**config.mk**
```make
export PLATFORM = sky130hd
export DESIGN_NAME = pipelined_cpu
export DESIGN_NICKNAME = d
export VERILOG_FILES = /design/src/logic/cpu_pkg.sv /design/src/logic/stage_ifs.sv /design/src/logic/instr_fetch.sv /design/src/logic/reg_file.sv /design/src/logic/decode_stage.sv /design/src/logic/execute_stage.sv /design/src/logic/result_stage.sv /design/src/logic/pipelined_cpu.sv
export SDC_FILE = /design/constraint.sdc
export NUM_CORES = 2
export LEC_CHECK = 0
export BUFFER_PORTS_ARGS = -buffer_cell sky130_fd_sc_hd__buf_4
export CAP_MARGIN = 20
export CORE_UTILIZATION = 30
export CTS_CLUSTER_DIAMETER = 120
export DETAILED_ROUTE_END_ITERATION = 8
export GPL_TIMING_DRIVEN = 0
export PLACE_DENSITY = 0.4
export REMOVE_ABC_BUFFERS = 1
export SYNTH_ARGS = -nofsm -noshare
export SYNTH_HDL_FRONTEND = slang
export SYNTH_SLANG_ARGS = --single-unit
```
**constraint.sdc**
```tcl
create_clock -name clk -period 57.6 [get_ports clk]
set_input_delay 8.64 -clock clk [delete_from_list [all_inputs] [get_ports clk]]
set_output_delay 8.64 -clock clk [all_outputs]
set_load 0.005 [all_outputs]
```
**src/logic/cpu_pkg.sv**
```systemverilog
package cpu_pkg;

    typedef logic [31:0] word_t;
    typedef logic [4:0]  reg_idx_t;

    // Primary opcodes
    typedef enum logic [5:0] {
        OP_SPECIAL = 6'h00,
        OP_J       = 6'h02,
        OP_JAL     = 6'h03,
        OP_BEQ     = 6'h04,
        OP_BNE     = 6'h05,
        OP_ADDIU   = 6'h09,
        OP_SLTI    = 6'h0a,
        OP_ANDI    = 6'h0c,
        OP_ORI     = 6'h0d,
        OP_XORI    = 6'h0e,
        OP_LUI     = 6'h0f,
        OP_LB      = 6'h20,
        OP_LH      = 6'h21,
        OP_LW      = 6'h23,
        OP_LBU     = 6'h24,
        OP_LHU     = 6'h25,
        OP_SB      = 6'h28,
        OP_SH      = 6'h29,
        OP_SW      = 6'h2b
    } opcode_e;

    // Function field of SPECIAL instructions
    typedef enum logic [5:0] {
        FN_SLL  = 6'h00,
        FN_SRL  = 6'h02,
        FN_SRA  = 6'h03,
        FN_JR   = 6'h08,
        FN_ADDU = 6'h21,
        FN_SUBU = 6'h23,
        FN_AND  = 6'h24,
        FN_OR   = 6'h25,
        FN_XOR  = 6'h26,
        FN_NOR  = 6'h27,
        FN_SLT  = 6'h2a,
        FN_SLTU = 6'h2b
    } funct_e;

    typedef enum logic [3:0] {
        ALU_ADD, ALU_SUB, ALU_AND, ALU_OR,
        ALU_XOR, ALU_NOR, ALU_SLT, ALU_SLTU,
        ALU_SLL, ALU_SRL, ALU_SRA, ALU_PASS_B
    } alu_op_e;

    typedef enum logic [1:0] {
        MEM_WORD,
        MEM_HALF,
        MEM_BYTE
    } mem_size_e;

    // Return address register of jal
    localparam reg_idx_t   link_reg = 5'd31;
    localparam logic [3:0] lane_all = 4'b1111;

endpackage

```
**src/logic/stage_ifs.sv**
```systemverilog
// Decode to execute payload
interface ex_bus_if import cpu_pkg::*; ();
    word_t      operand_a, operand_b;
    word_t      imm;
    logic [4:0] shamt;
    alu_op_e    alu_op;
    logic       use_imm, use_shamt;
    reg_idx_t   dest;
    logic       reg_write;
    logic       is_link;
    word_t      link_addr;
    logic       mem_read, mem_write;
    mem_size_e  mem_size;
    logic       mem_signed;

    modport src (output operand_a, operand_b, imm, shamt, alu_op, use_imm, use_shamt,
                 dest, reg_write, is_link, link_addr, mem_read, mem_write, mem_size,
                 mem_signed);
    modport dst (input operand_a, operand_b, imm, shamt, alu_op, use_imm, use_shamt,
                 dest, reg_write, is_link, link_addr, mem_read, mem_write, mem_size,
                 mem_signed);
endinterface

// Execute to memory payload
interface mem_bus_if import cpu_pkg::*; ();
    word_t     result, store_data;
    reg_idx_t  dest;
    logic      reg_write;
    logic      mem_read, mem_write;
    mem_size_e mem_size;
    logic      mem_signed;

    modport src (output result, store_data, dest, reg_write, mem_read, mem_write,
                 mem_size, mem_signed);
    modport dst (input result, store_data, dest, reg_write, mem_read, mem_write,
                 mem_size, mem_signed);
endinterface

// Results flowing back to decode
interface fwd_if import cpu_pkg::*; ();
    reg_idx_t ex_dest, mem_dest, wb_dest;
    logic     ex_write, mem_write, wb_write;
    logic     ex_load;
    word_t    ex_value, mem_value, wb_value;

    modport ex   (output ex_dest, ex_write, ex_load, ex_value);
    modport mem  (output mem_dest, mem_write, mem_value, wb_dest, wb_write, wb_value);
    modport sink (input ex_dest, ex_write, ex_load, ex_value, mem_dest, mem_write,
                  mem_value, wb_dest, wb_write, wb_value);
endinterface

```
**src/logic/instr_fetch.sv**
```systemverilog
module instr_fetch import cpu_pkg::*; #(
    parameter word_t reset_addr = '0
) (
    input  logic  clk,
    input  logic  rst,
    input  logic  stall,
    input  logic  redirect,
    input  word_t target,
    input  word_t inst,
    output word_t pcaddr,
    output word_t id_inst,
    output word_t id_pc_plus4
);

    word_t pc;
    word_t pc_plus4;

    assign pc_plus4 = pc + 32'd4;
    assign pcaddr   = pc;

    always_ff @(posedge clk or posedge rst) begin
        if (rst) begin
            pc <= reset_addr;
        end else if (!stall) begin
            pc <= redirect ? target : pc_plus4;
        end
    end

    // Fetch/decode register
    // Reset loads sll r0 as a no-op
    always_ff @(posedge clk or posedge rst) begin
        if (rst) begin
            id_inst     <= '0;
            id_pc_plus4 <= '0;
        end else if (!stall) begin
            id_inst     <= inst;
            id_pc_plus4 <= pc_plus4;
        end
    end

    // Fetch addresses stay word aligned
    assert property (@(posedge clk) disable iff (rst) pc[1:0] == 2'b00);

endmodule

```
**src/logic/reg_file.sv**
```systemverilog
module reg_file import cpu_pkg::*; (
    input  logic     clk,
    input  logic     rst,
    input  reg_idx_t rs_idx,
    input  reg_idx_t rt_idx,
    output word_t    rs_data,
    output word_t    rt_data,
    input  reg_idx_t wb_dest,
    input  logic     wb_write,
    input  word_t    wb_value
);

    word_t regs [32];

    // Same-cycle write-back is visible to the reader
    assign rs_data = (rs_idx == '0) ? '0 :
                     (wb_write && wb_dest == rs_idx) ? wb_value : regs[rs_idx];
    assign rt_data = (rt_idx == '0) ? '0 :
                     (wb_write && wb_dest == rt_idx) ? wb_value : regs[rt_idx];

    always_ff @(posedge clk or posedge rst) begin
        if (rst) begin
            for (int i = 0; i < 32; i++) begin
                regs[i] <= '0;
            end
        end else if (wb_write && wb_dest != '0) begin
            regs[wb_dest] <= wb_value;
        end
    end

endmodule

```
**src/logic/decode_stage.sv**
```systemverilog
module decode_stage import cpu_pkg::*; (
    input  logic  clk,
    input  logic  rst,
    input  word_t id_inst,
    input  word_t id_pc_plus4,
    output logic  stall,
    output logic  redirect,
    output word_t target,
    ex_bus_if.src ex,
    fwd_if.sink   fwd
);

    opcode_e     op;
    funct_e      fn;
    reg_idx_t    rs, rt, rd, dest;
    logic [15:0] imm16;
    word_t       rs_data, rt_data;
    word_t       operand_a, operand_b, imm_ext;
    alu_op_e     alu_op;
    logic        use_imm, use_shamt, sign_ext, is_lui, dest_rt, reg_write;
    logic        mem_read, mem_write, mem_signed, is_link;
    mem_size_e   mem_size;
    logic        is_beq, is_bne, is_jump, is_jr, is_ctrl, taken;
    logic        ex_hit_a, ex_hit_b, mem_hit_a, mem_hit_b;

    assign op    = opcode_e'(id_inst[31:26]);
    assign fn    = funct_e'(id_inst[5:0]);
    assign rs    = id_inst[25:21];
    assign rt    = id_inst[20:16];
    assign rd    = id_inst[15:11];
    assign imm16 = id_inst[15:0];

    //////////////////////////////////////////////////////////////////////
    // Control
    //////////////////////////////////////////////////////////////////////

    always_comb begin
        alu_op    = ALU_ADD;
        use_imm   = 1'b0;
        use_shamt = 1'b0;
        sign_ext  = 1'b0;
        is_lui    = 1'b0;
        dest_rt   = 1'b0;
        reg_write = 1'b0;
        mem_read  = 1'b0;
        mem_write = 1'b0;
        is_link   = 1'b0;
        is_beq    = 1'b0;
        is_bne    = 1'b0;
        is_jump   = 1'b0;
        is_jr     = 1'b0;
        case (op)
            OP_SPECIAL: begin
                reg_write = 1'b1;
                use_shamt = (fn == FN_SLL) || (fn == FN_SRL) || (fn == FN_SRA);
                case (fn)
                    FN_SLL:  alu_op = ALU_SLL;
                    FN_SRL:  alu_op = ALU_SRL;
                    FN_SRA:  alu_op = ALU_SRA;
                    FN_ADDU: alu_op = ALU_ADD;
                    FN_SUBU: alu_op = ALU_SUB;
                    FN_AND:  alu_op = ALU_AND;
                    FN_OR:   alu_op = ALU_OR;
                    FN_XOR:  alu_op = ALU_XOR;
                    FN_NOR:  alu_op = ALU_NOR;
                    FN_SLT:  alu_op = ALU_SLT;
                    FN_SLTU: alu_op = ALU_SLTU;
                    FN_JR: begin
                        is_jr     = 1'b1;
                        reg_write = 1'b0;
                    end
                    default: reg_write = 1'b0;
                endcase
            end
            OP_ADDIU, OP_SLTI, OP_ANDI, OP_ORI, OP_XORI, OP_LUI: begin
                use_imm   = 1'b1;
                dest_rt   = 1'b1;
                reg_write = 1'b1;
                sign_ext  = (op == OP_ADDIU) || (op == OP_SLTI);
                is_lui    = (op == OP_LUI);
                case (op)
                    OP_SLTI: alu_op = ALU_SLT;
                    OP_ANDI: alu_op = ALU_AND;
                    OP_ORI:  alu_op = ALU_OR;
                    OP_XORI: alu_op = ALU_XOR;
                    OP_LUI:  alu_op = ALU_PASS_B;
                    default: alu_op = ALU_ADD;
                endcase
            end
            OP_LB, OP_LH, OP_LW, OP_LBU, OP_LHU: begin
                use_imm   = 1'b1;
                sign_ext  = 1'b1;
                dest_rt   = 1'b1;
                reg_write = 1'b1;
                mem_read  = 1'b1;
            end
            OP_SB, OP_SH, OP_SW: begin
                use_imm   = 1'b1;
                sign_ext  = 1'b1;
                mem_write = 1'b1;
            end
            OP_BEQ: is_beq = 1'b1;
            OP_BNE: is_bne = 1'b1;
            OP_J:   is_jump = 1'b1;
            OP_JAL: begin
                is_jump   = 1'b1;
                is_link   = 1'b1;
                reg_write = 1'b1;
            end
            // Anything else runs as a no-op
            default: ;
        endcase
    end

    always_comb begin
        case (op)
            OP_LB, OP_LBU, OP_SB: mem_size = MEM_BYTE;
            OP_LH, OP_LHU, OP_SH: mem_size = MEM_HALF;
            default:              mem_size = MEM_WORD;
        endcase
    end

    assign mem_signed = (op == OP_LB) || (op == OP_LH);
    assign imm_ext    = is_lui ? {imm16, 16'h0000} : {{16{sign_ext & imm16[15]}}, imm16};
    assign dest       = dest_rt ? rt : rd;

    //////////////////////////////////////////////////////////////////////
    // Operands and hazards
    //////////////////////////////////////////////////////////////////////

    reg_file reg_file_i (
        .clk     (clk),
        .rst     (rst),
        .rs_idx  (rs),
        .rt_idx  (rt),
        .rs_data (rs_data),
        .rt_data (rt_data),
        .wb_dest (fwd.wb_dest),
        .wb_write(fwd.wb_write),
        .wb_value(fwd.wb_value)
    );

    assign ex_hit_a  = (rs != '0) && fwd.ex_write && (fwd.ex_dest == rs);
    assign ex_hit_b  = (rt != '0) && fwd.ex_write && (fwd.ex_dest == rt);
    assign mem_hit_a = (rs != '0) && fwd.mem_write && (fwd.mem_dest == rs);
    assign mem_hit_b = (rt != '0) && fwd.mem_write && (fwd.mem_dest == rt);

    // Youngest producer wins
    assign operand_a = ex_hit_a ? fwd.ex_value : (mem_hit_a ? fwd.mem_value : rs_data);
    assign operand_b = ex_hit_b ? fwd.ex_value : (mem_hit_b ? fwd.mem_value : rt_data);

    // Load data is not ready until the load reaches memory
    assign stall = fwd.ex_load && (ex_hit_a || ex_hit_b);

    // Branches and jumps resolve here
    assign is_ctrl = is_beq || is_bne || is_jump || is_jr;
    assign taken = is_jump || is_jr || (is_beq && operand_a == operand_b) ||
                   (is_bne && operand_a != operand_b);
    assign redirect = taken && !stall;
    assign target = is_jr   ? operand_a :
                    is_jump ? {id_pc_plus4[31:28], id_inst[25:0], 2'b00} :
                    id_pc_plus4 + {{14{imm16[15]}}, imm16, 2'b00};

    //////////////////////////////////////////////////////////////////////
    // Decode/execute register
    //////////////////////////////////////////////////////////////////////

    always_ff @(posedge clk or posedge rst) begin
        if (rst) begin
            ex.reg_write <= 1'b0;
            ex.mem_read  <= 1'b0;
            ex.mem_write <= 1'b0;
        end else begin
            ex.reg_write <= reg_write && !stall;
            ex.mem_read  <= mem_read && !stall;
            ex.mem_write <= mem_write && !stall;
        end
    end

    always_ff @(posedge clk) begin
        ex.operand_a  <= operand_a;
        ex.operand_b  <= operand_b;
        ex.imm        <= imm_ext;
        ex.shamt      <= id_inst[10:6];
        ex.alu_op     <= alu_op;
        ex.use_imm    <= use_imm;
        ex.use_shamt  <= use_shamt;
        ex.dest       <= dest;
        ex.is_link    <= is_link;
        ex.link_addr  <= id_pc_plus4 + 32'd4;
        ex.mem_size   <= mem_size;
        ex.mem_signed <= mem_signed;
    end

    // No branch or jump sits in the delay slot of another
    assert property (@(posedge clk) disable iff (rst) (is_ctrl && !stall) |=> !is_ctrl);

endmodule

```
**src/logic/execute_stage.sv**
```systemverilog
module execute_stage import cpu_pkg::*; (
    input  logic   clk,
    input  logic   rst,
    ex_bus_if.dst  ex,
    mem_bus_if.src mem,
    fwd_if.ex      fwd
);

    word_t    alu_a, alu_b, alu_out, result;
    reg_idx_t dest;

    // Shifts take their amount from the instruction
    assign alu_a = ex.use_shamt ? {27'b0, ex.shamt} : ex.operand_a;
    assign alu_b = ex.use_imm ? ex.imm : ex.operand_b;

    always_comb begin
        case (ex.alu_op)
            ALU_ADD:    alu_out = alu_a + alu_b;
            ALU_SUB:    alu_out = alu_a - alu_b;
            ALU_AND:    alu_out = alu_a & alu_b;
            ALU_OR:     alu_out = alu_a | alu_b;
            ALU_XOR:    alu_out = alu_a ^ alu_b;
            ALU_NOR:    alu_out = ~(alu_a | alu_b);
            ALU_SLT:    alu_out = {31'b0, $signed(alu_a) < $signed(alu_b)};
            ALU_SLTU:   alu_out = {31'b0, alu_a < alu_b};
            ALU_SLL:    alu_out = alu_b << alu_a[4:0];
            ALU_SRL:    alu_out = alu_b >> alu_a[4:0];
            ALU_SRA:    alu_out = $signed(alu_b) >>> alu_a[4:0];
            ALU_PASS_B: alu_out = alu_b;
            default:    alu_out = '0;
        endcase
    end

    // jal writes the return address to r31
    assign result = ex.is_link ? ex.link_addr : alu_out;
    assign dest   = ex.is_link ? link_reg : ex.dest;

    assign fwd.ex_dest  = dest;
    assign fwd.ex_write = ex.reg_write;
    assign fwd.ex_load  = ex.mem_read;
    assign fwd.ex_value = result;

    //////////////////////////////////////////////////////////////////////
    // Execute/memory register
    //////////////////////////////////////////////////////////////////////

    always_ff @(posedge clk or posedge rst) begin
        if (rst) begin
            mem.reg_write <= 1'b0;
            mem.mem_read  <= 1'b0;
            mem.mem_write <= 1'b0;
        end else begin
            mem.reg_write <= ex.reg_write;
            mem.mem_read  <= ex.mem_read;
            mem.mem_write <= ex.mem_write;
        end
    end

    always_ff @(posedge clk) begin
        mem.result     <= result;
        mem.store_data <= ex.operand_b;
        mem.dest       <= dest;
        mem.mem_size   <= ex.mem_size;
        mem.mem_signed <= ex.mem_signed;
    end

endmodule

```
**src/logic/result_stage.sv**
```systemverilog
module result_stage import cpu_pkg::*; (
    input  logic       clk,
    input  logic       rst,
    mem_bus_if.dst     mem,
    fwd_if.mem         fwd,
    input  word_t      datain,
    output word_t      dataout,
    output word_t      dataaddr,
    output logic       memread,
    output logic [3:0] memwrite
);

    logic [1:0]  offset;
    logic [3:0]  lanes;
    logic [7:0]  load_byte;
    logic [15:0] load_half;
    word_t       load_data;

    assign dataaddr = mem.result;
    assign offset   = mem.result[1:0];
    assign memread  = mem.mem_read;

    //////////////////////////////////////////////////////////////////////
    // Stores
    //////////////////////////////////////////////////////////////////////

    // Lane 3 holds the byte at offset 0
    always_comb begin
        case (mem.mem_size)
            MEM_BYTE: begin
                dataout = {4{mem.store_data[7:0]}};
                lanes   = 4'b1000 >> offset;
            end
            MEM_HALF: begin
                dataout = {2{mem.store_data[15:0]}};
                lanes   = offset[1] ? 4'b0011 : 4'b1100;
            end
            default: begin
                dataout = mem.store_data;
                lanes   = lane_all;
            end
        endcase
    end

    assign memwrite = mem.mem_write ? lanes : 4'b0000;

    //////////////////////////////////////////////////////////////////////
    // Loads
    //////////////////////////////////////////////////////////////////////

    assign load_byte = datain[(3 - offset) * 8 +: 8];
    assign load_half = offset[1] ? datain[15:0] : datain[31:16];

    always_comb begin
        case (mem.mem_size)
            MEM_BYTE: load_data = {{24{mem.mem_signed & load_byte[7]}}, load_byte};
            MEM_HALF: load_data = {{16{mem.mem_signed & load_half[15]}}, load_half};
            default:  load_data = datain;
        endcase
    end

    assign fwd.mem_dest  = mem.dest;
    assign fwd.mem_write = mem.reg_write;
    assign fwd.mem_value = mem.mem_read ? load_data : mem.result;

    // Memory/write-back register
    always_ff @(posedge clk or posedge rst) begin
        if (rst) begin
            fwd.wb_write <= 1'b0;
        end else begin
            fwd.wb_write <= mem.reg_write;
        end
    end

    always_ff @(posedge clk) begin
        fwd.wb_dest  <= mem.dest;
        fwd.wb_value <= fwd.mem_value;
    end

    // Address from execute must suit the access size
    assert property (@(posedge clk) disable iff (rst)
        (mem.mem_read || mem.mem_write) |->
            (mem.mem_size != MEM_HALF || !offset[0]) &&
            (mem.mem_size != MEM_WORD || offset == 2'b00));

endmodule

```
**src/logic/pipelined_cpu.sv**
```systemverilog
module pipelined_cpu import cpu_pkg::*; #(
    parameter word_t reset_addr = '0
) (
    input  logic       clk,
    input  logic       rst,
    output word_t      pcaddr,
    input  word_t      inst,
    input  word_t      datain,
    output word_t      dataout,
    output word_t      dataaddr,
    output logic       memread,
    output logic [3:0] memwrite
);

    logic  stall;
    logic  redirect;
    word_t target;
    word_t id_inst;
    word_t id_pc_plus4;

    ex_bus_if  ex_bus ();
    mem_bus_if mem_bus ();
    fwd_if     fwd_bus ();

    instr_fetch #(
        .reset_addr(reset_addr)
    ) instr_fetch_i (
        .clk        (clk),
        .rst        (rst),
        .stall      (stall),
        .redirect   (redirect),
        .target     (target),
        .inst       (inst),
        .pcaddr     (pcaddr),
        .id_inst    (id_inst),
        .id_pc_plus4(id_pc_plus4)
    );

    decode_stage decode_stage_i (
        .clk        (clk),
        .rst        (rst),
        .id_inst    (id_inst),
        .id_pc_plus4(id_pc_plus4),
        .stall      (stall),
        .redirect   (redirect),
        .target     (target),
        .ex         (ex_bus),
        .fwd        (fwd_bus)
    );

    execute_stage execute_stage_i (
        .clk(clk),
        .rst(rst),
        .ex (ex_bus),
        .mem(mem_bus),
        .fwd(fwd_bus)
    );

    result_stage result_stage_i (
        .clk     (clk),
        .rst     (rst),
        .mem     (mem_bus),
        .fwd     (fwd_bus),
        .datain  (datain),
        .dataout (dataout),
        .dataaddr(dataaddr),
        .memread (memread),
        .memwrite(memwrite)
    );

endmodule

```
# Yosys cells after proc, flatten, opt, wreduce, memory -nomap -nowiden
# Index checks and enable logic that the tools add are counted.
dict set report classes {
  n_addsub 6
  magnitude_cmp 6
  n_eq_ne 50
  shift 5
  mux 52
  bitwise_logic 10
  reduce_logical 47
}
# cell n
set ops {}
lappend ops {{bitwise mux 1024 bit} 1}
lappend ops {{2-to-1 mux 32 bit} 21}
lappend ops {{case mux 32 bit (12 select lines)} 1}
lappend ops {{binary-select mux 32 bit (select 5 bit)} 2}
lappend ops {{demux 32 bit (select 5 bit)} 1}
lappend ops {{case mux 32 bit (2 select lines)} 2}
lappend ops {{equality test 6 bit (second input constant)} 16}
lappend ops {{adder 32 x 3 -> 32 bit (second input constant)} 2}
lappend ops {{adder 32 bit} 2}
lappend ops {{less-than comparator 32 bit} 2}
lappend ops {{equality test 6 x 4 -> 1 bit (second input constant)} 7}
lappend ops {{case mux 4 bit (10 select lines)} 1}
lappend ops {{variable part select 32 x 33 -> 8 bit} 1}
lappend ops {{AND 32 bit} 1}
lappend ops {{equality test 32 bit} 1}
lappend ops {{inequality test 32 bit} 1}
lappend ops {{inverter 32 bit} 1}
lappend ops {{OR 32 bit} 1}
lappend ops {{<< shifter 32 x 5 -> 32 bit} 1}
lappend ops {{right shift 32 x 5 -> 32 bit} 1}
lappend ops {{>>> shifter 32 x 5 -> 32 bit} 1}
lappend ops {{subtractor 32 bit} 1}
lappend ops {{bitwise XOR 32 bit} 1}
lappend ops {{equality test 5 bit} 6}
lappend ops {{37 further kinds} 101}
dict set report totals {
  reg_bits 1384
  out_inout_bits 101
  word_cells 238
}

# Logic depth before layout (Yosys ltp)
dict set report logic_depth {
  ltp_word 14
  ltp_mapped 31
  ltp_nobuf 24
}

# Hierarchy
# Synthesis repeated with hierarchy kept, for this count alone.
dict set report hier_totals {
  hier_cells 7526
  hier_area_um2 84028.1
}
# mod instances cells_each area_per_inst_um2 seq_area_each_um2
set modules_own_cells {}
lappend modules_own_cells {reg_file 1 3982 55749.7 25624.6}
lappend modules_own_cells {execute_stage 1 1676 12020.3 1516.5}
lappend modules_own_cells {decode_stage 1 1083 8728.4 3037.9}
lappend modules_own_cells {instr_fetch 1 453 4808.4 2402.3}
lappend modules_own_cells {result_stage 1 332 2721.4 765.7}

# Worst setup path after synthesis
# OpenSTA, ideal clock, no wires.
dict set report synth_timing {
  path_kind {input to register}
  start {input port datain[7]}
  end {register instr_fetch_i.pc[14], in the netlist instr_fetch_i.pcaddr[14]}
  setup_time_ns 0.121
  t_arrival_ns 13.163
  setup_slack_ns 44.316
  cell_stages 20
  path_buffers 1
  cell_sequence {mux4_2 > a22o_1 > nand3_1 > a31oi_1 > a32o_1 > a21oi_1 > xor2_1 > a21oi_1 > a2111o_1 > a2111oi_2 > nand4_1 > a311o_1 > a2111oi_2 > nand4_1 > o31a_1 > o2111ai_2 > and2_1 > buf_6 > mux2_4 > o22a_1}
}
# element line
set synth_lines {}
lappend synth_lines {{from (decl)} pipelined_cpu.sv:8} ;# input word_t datain,
lappend synth_lines {{to (signal assigned)} instr_fetch.sv:23} ;# pc <= reset_addr;
lappend synth_lines {{to (signal assigned)} instr_fetch.sv:25} ;# pc <= redirect ? target : pc_plus4;
lappend synth_lines {{to (decl)} instr_fetch.sv:15} ;# word_t pc;

==> metrics.md <==
| Metric | Value |
|---|---|
| Status | finished, final reports clean |
| Post-synth top area cell | dfrtp_1 |
| Core Area | ~280,000 um2 |
| Root Buffer Master | clkbuf_16 |
| Synth area leaders | dfrtp_1 34%, mux4_2 14%, mux2_2 14%, dfxtp_1 6.1%, mux2i_1 3.5% |
| Peak VDD IR | ~0.021 mV |
| Worst-margin pin slew | ~1.4 ns |
| Die width | 531 um |
| Filler Cells Inserted | around 27,000 |
| FF+latch count, synth | around 1,400 |
| Setup Fix Bufs, Post-CTS | 0 |
| CTS tree | yes |
| Pwr Density | between 30 and 40 nW/um2 |
| Total GRT Usage | around 28% |
| Routed via count | about 66,000 |
| Pin count of the biggest net entering global routing | 119 |
| Setup crit start | datain[31] |
| Synth Flop Type | dfrtp_1 |
| Max FFs per register | approximately 1,000 |
| Total of max-cap violations | 0 |
| Netlist area before placement | 84,000 um2 |
| Vias/cell | 5.87 |
| Fin. Hold Viols | 0 |
| Die area | around 280,000 um2 |
| CTS Hold Bufs | 0 |
| YS warnings | 0 |
| Layout cells sized above 1 | around a third |
| R2r startpoint | decode_stage_i.ex.use_shamt |
| Post-synth top area share | 33.6% |
| Area occupied by multi-input gates | approximately 48,000 um2 |
| WS Path Type | in -> reg |
| Gpl congestion | a little under 1 |
| Starting DRC count in detailed routing | 6,106 |
| Clock skew | between 0.1 and 0.15 ns |
| Post-DRT Antenna Nets | 0 |
| Max-slew headroom | under 10% |
| Tcrit/Tclk final | 27.3% |
| Site Rows | between 150 and 200 |
| XOR/XNOR Fraction of Synth Area | about 1.4% |
| Max Fclk | about 0.063 GHz |
| Number of global-route vias before repair | 65,500 |
| Mapped Cells | approximately 7,400 |
| Ports | 167 |
| Post-synth EDFFs | 0 |
| Min cycle time layout | approximately 16 ns |
| Wirelength per Cell | between 30 and 40 um |
| Hold Path Origin | decode_stage_i.ex.mem_size[0] |
| Final setup TNS | 0 ns |
| Worst path arrival time | ~16 ns |
| DP HPWL | around 290 mm |
| R2R depth | 25 |
| Clock buffer depth | 4 |
| Grt total ovfl | 0 |
| HP Class | reg -> reg |
| Slowest library cell on the worst path | a221oi_1 |
| Sequential fraction of the synthesis area | around two fifths |
| Compound-Gate Fraction of Synth Area | approximately an eighth |
| Static Leak | between 40 and 50 nW |
| RSZ-0062 raised after global routing | no |
| CP bufs+invs | 2 |
| Critical path's top delay family | compound AO/OA/AOI/OAI gates |
| Yosys cell types | 105 |
| Reg2Reg Setup Slack | between 40 and 50 ns |
| R2r endpoint | instr_fetch_i.pcaddr[15] |
| First-pass GRT wire length | roughly 550 mm |
| TritonCTS Buffers | approximately 180 |
| Area delta synth->final | 16.6% |
| Largest family of logic cells by synthesized area | multiplexers |
| Post-synth ARST share | 81.4% |
| Sequential Area | roughly 33,000 um2 |
| DRC | 0 |
| Reg with most FFs | decode_stage_i.reg_file_i.regs |
| WP data required | between 50 and 60 ns |
| Simple-gate share of the synthesized area | 8.66% |
| Worst path max stage delay | between 1 and 1.5 ns |
| Initial Utilization | between 30% and 40% |
| Post-synthesis mux area share | 31.8% |
| # setup viols final | 0 |
| Crit-path max FO | 18 |
| Die Height | ~530 um |
| Clk sink count | ~1,400 |
| Post-Route WL | 400 mm |
| Final worst slack | approximately 42 ns |
| Synth Area in Adders | between 2 and 2.5% |
| Syn_area_per_cell | 11.3 um2 |
| Resized cells post-CTS | 0 |
| Drt pass-1 iters | 6 |
| Clock-pin slew on the worst setup and hold paths | ~0.050 ns |
| Setup crit start kind | input pin |
| Critical path, cell by cell | buf_4 -> mux4_2 -> a22o_1 -> nand3_1 -> a31oi_1 -> a221oi_1 -> mux2_2 -> and4_1 -> nand3_1 -> a2111oi_2 -> nand4_1 -> a311o_1 -> a2111oi_2 -> nand4_1 -> o31a_1 -> o2111ai_2 -> and2_1 -> buf_16 -> mux2_4 -> o22a_1 |
| Fin. max-slew vios | 0 |
| H-tree lvl count | 4 |
| Clk_lat worst skew | 0.89 ns |
| Initial antenna violation count | 16 |
| Worst setup EP type | flip-flop |
| Setup WS pre-CTS | between 40 and 50 ns |
| IO buf count | 166 |
| Fin nets | about 7,500 |
| Stages on the worst setup path | 20 |
| Setup crit end | instr_fetch_i.pcaddr[15] |
==> Yosys cell counts, drive strengths merged, types with 43 or more instances <==
cell	count
mux2i	323
xnor2	100
a211oi	51
dfxtp	257
nor3	117
dfrtp	1127
a21o	51
nor2	407
a22oi	141
a31oi	77
clkbuf	408
nand2	522
o22ai	60
nand3	132
nand2b	44
buf	273
a21oi	332
nor2b	75
o21ai	294
and2	43
inv	158
and3	53
ha	136
o211ai	52
mux4	517
mux2	1034
==> cells in the final DEF (no fill, tap or decap), types with 44 or more instances in the layout <==
cell type,instances
a211oi_1,51
a21o_1,50
a21oi_1,331
a22oi_1,141
a31oi_1,75
and3_1,52
buf_12,53
buf_16,105
buf_4,186
clkbuf_1,50
clkbuf_16,181
dfrtp_1,1116
dfxtp_1,252
ha_1,134
inv_1,145
mux2_2,1024
mux2i_1,290
mux4_2,517
nand2_1,504
nand2b_1,44
nand3_1,130
nor2_1,382
nor2b_1,69
nor3_1,111
o211ai_1,52
o21ai_0,283
o22ai_1,60
xnor2_1,100
==> power by group <==
part | internal [W] | switching, W | total, W
logic | 0.000513 | 0.000686 | 0.00120
registers | 0.00115 | 0.000247 | 0.00140
clock network | 0.000650 | 0.000455 | 0.00110
==> final cells by class <==
cell class | instances | area share, %
Clock inverter | 33 | 0.354
Inverter | 161 | 0.636
Multi-Input combinational cell | 5204 | 48.6
Sequential cell | 1384 | 34.1
Timing Repair Buffer | 403 | 6.12
Clock buffer | 272 | 5.39
Tap cell | 3705 | 4.74
Antenna cell | 21 | 0.0537
==> routing by layer <==
layer,share of wire (%),track usage [%],routed length [um]
met4,6.4,15.4,25500
met1,42,36.0,166000
met3,5.7,4.29,22800
met5,0.0033,0,13
met2,46,44.9,185000
==> per-stage QoR <==
stage	hold WS [ns]	power [W]	utilization [%]	area [um2]	instances
2_1_floorplan	0.310	0.00201	-	81000	6749
3_3_place_gp	0.318	0.00253	31.3	86900	10600
3_5_place_dp	0.314	0.00257	33.1	91800	10800
4_1_cts	0.328	0.00369	35.1	97400	11100
5_1_grt	0.337	0.00386	35.3	97900	11200
6_report	0.325	0.00370	35.3	97900	11200
==> how the worst min path moves through the flow <==
stage | cells after the start | endpoint
2_1_floorplan | 0 | execute_stage_i.mem.mem_signed
3_3_place_gp | 0 | execute_stage_i.mem.mem_size[1]
3_5_place_dp | 0 | execute_stage_i.mem.mem_size[1]
4_1_cts | 0 | execute_stage_i.mem.mem_size[1]
5_1_grt | 0 | execute_stage_i.mem.mem_size[0]
6_report | 0 | execute_stage_i.mem.mem_size[0]
==> kinds of logic (layout without fill, tap and decap cells) <==
logic type	count (synthesis)	count (layout)
other	0	21
buffers and inverters	842	869
and+or+nand+nor	1559	1559
adders and majority gates	139	139
xor gates and xnor gates	135	135
DFF	1384	1384
AOI/OAI and AO/OA	1497	1497
muxes	1874	1874
(Power assumes the default switching activity.)
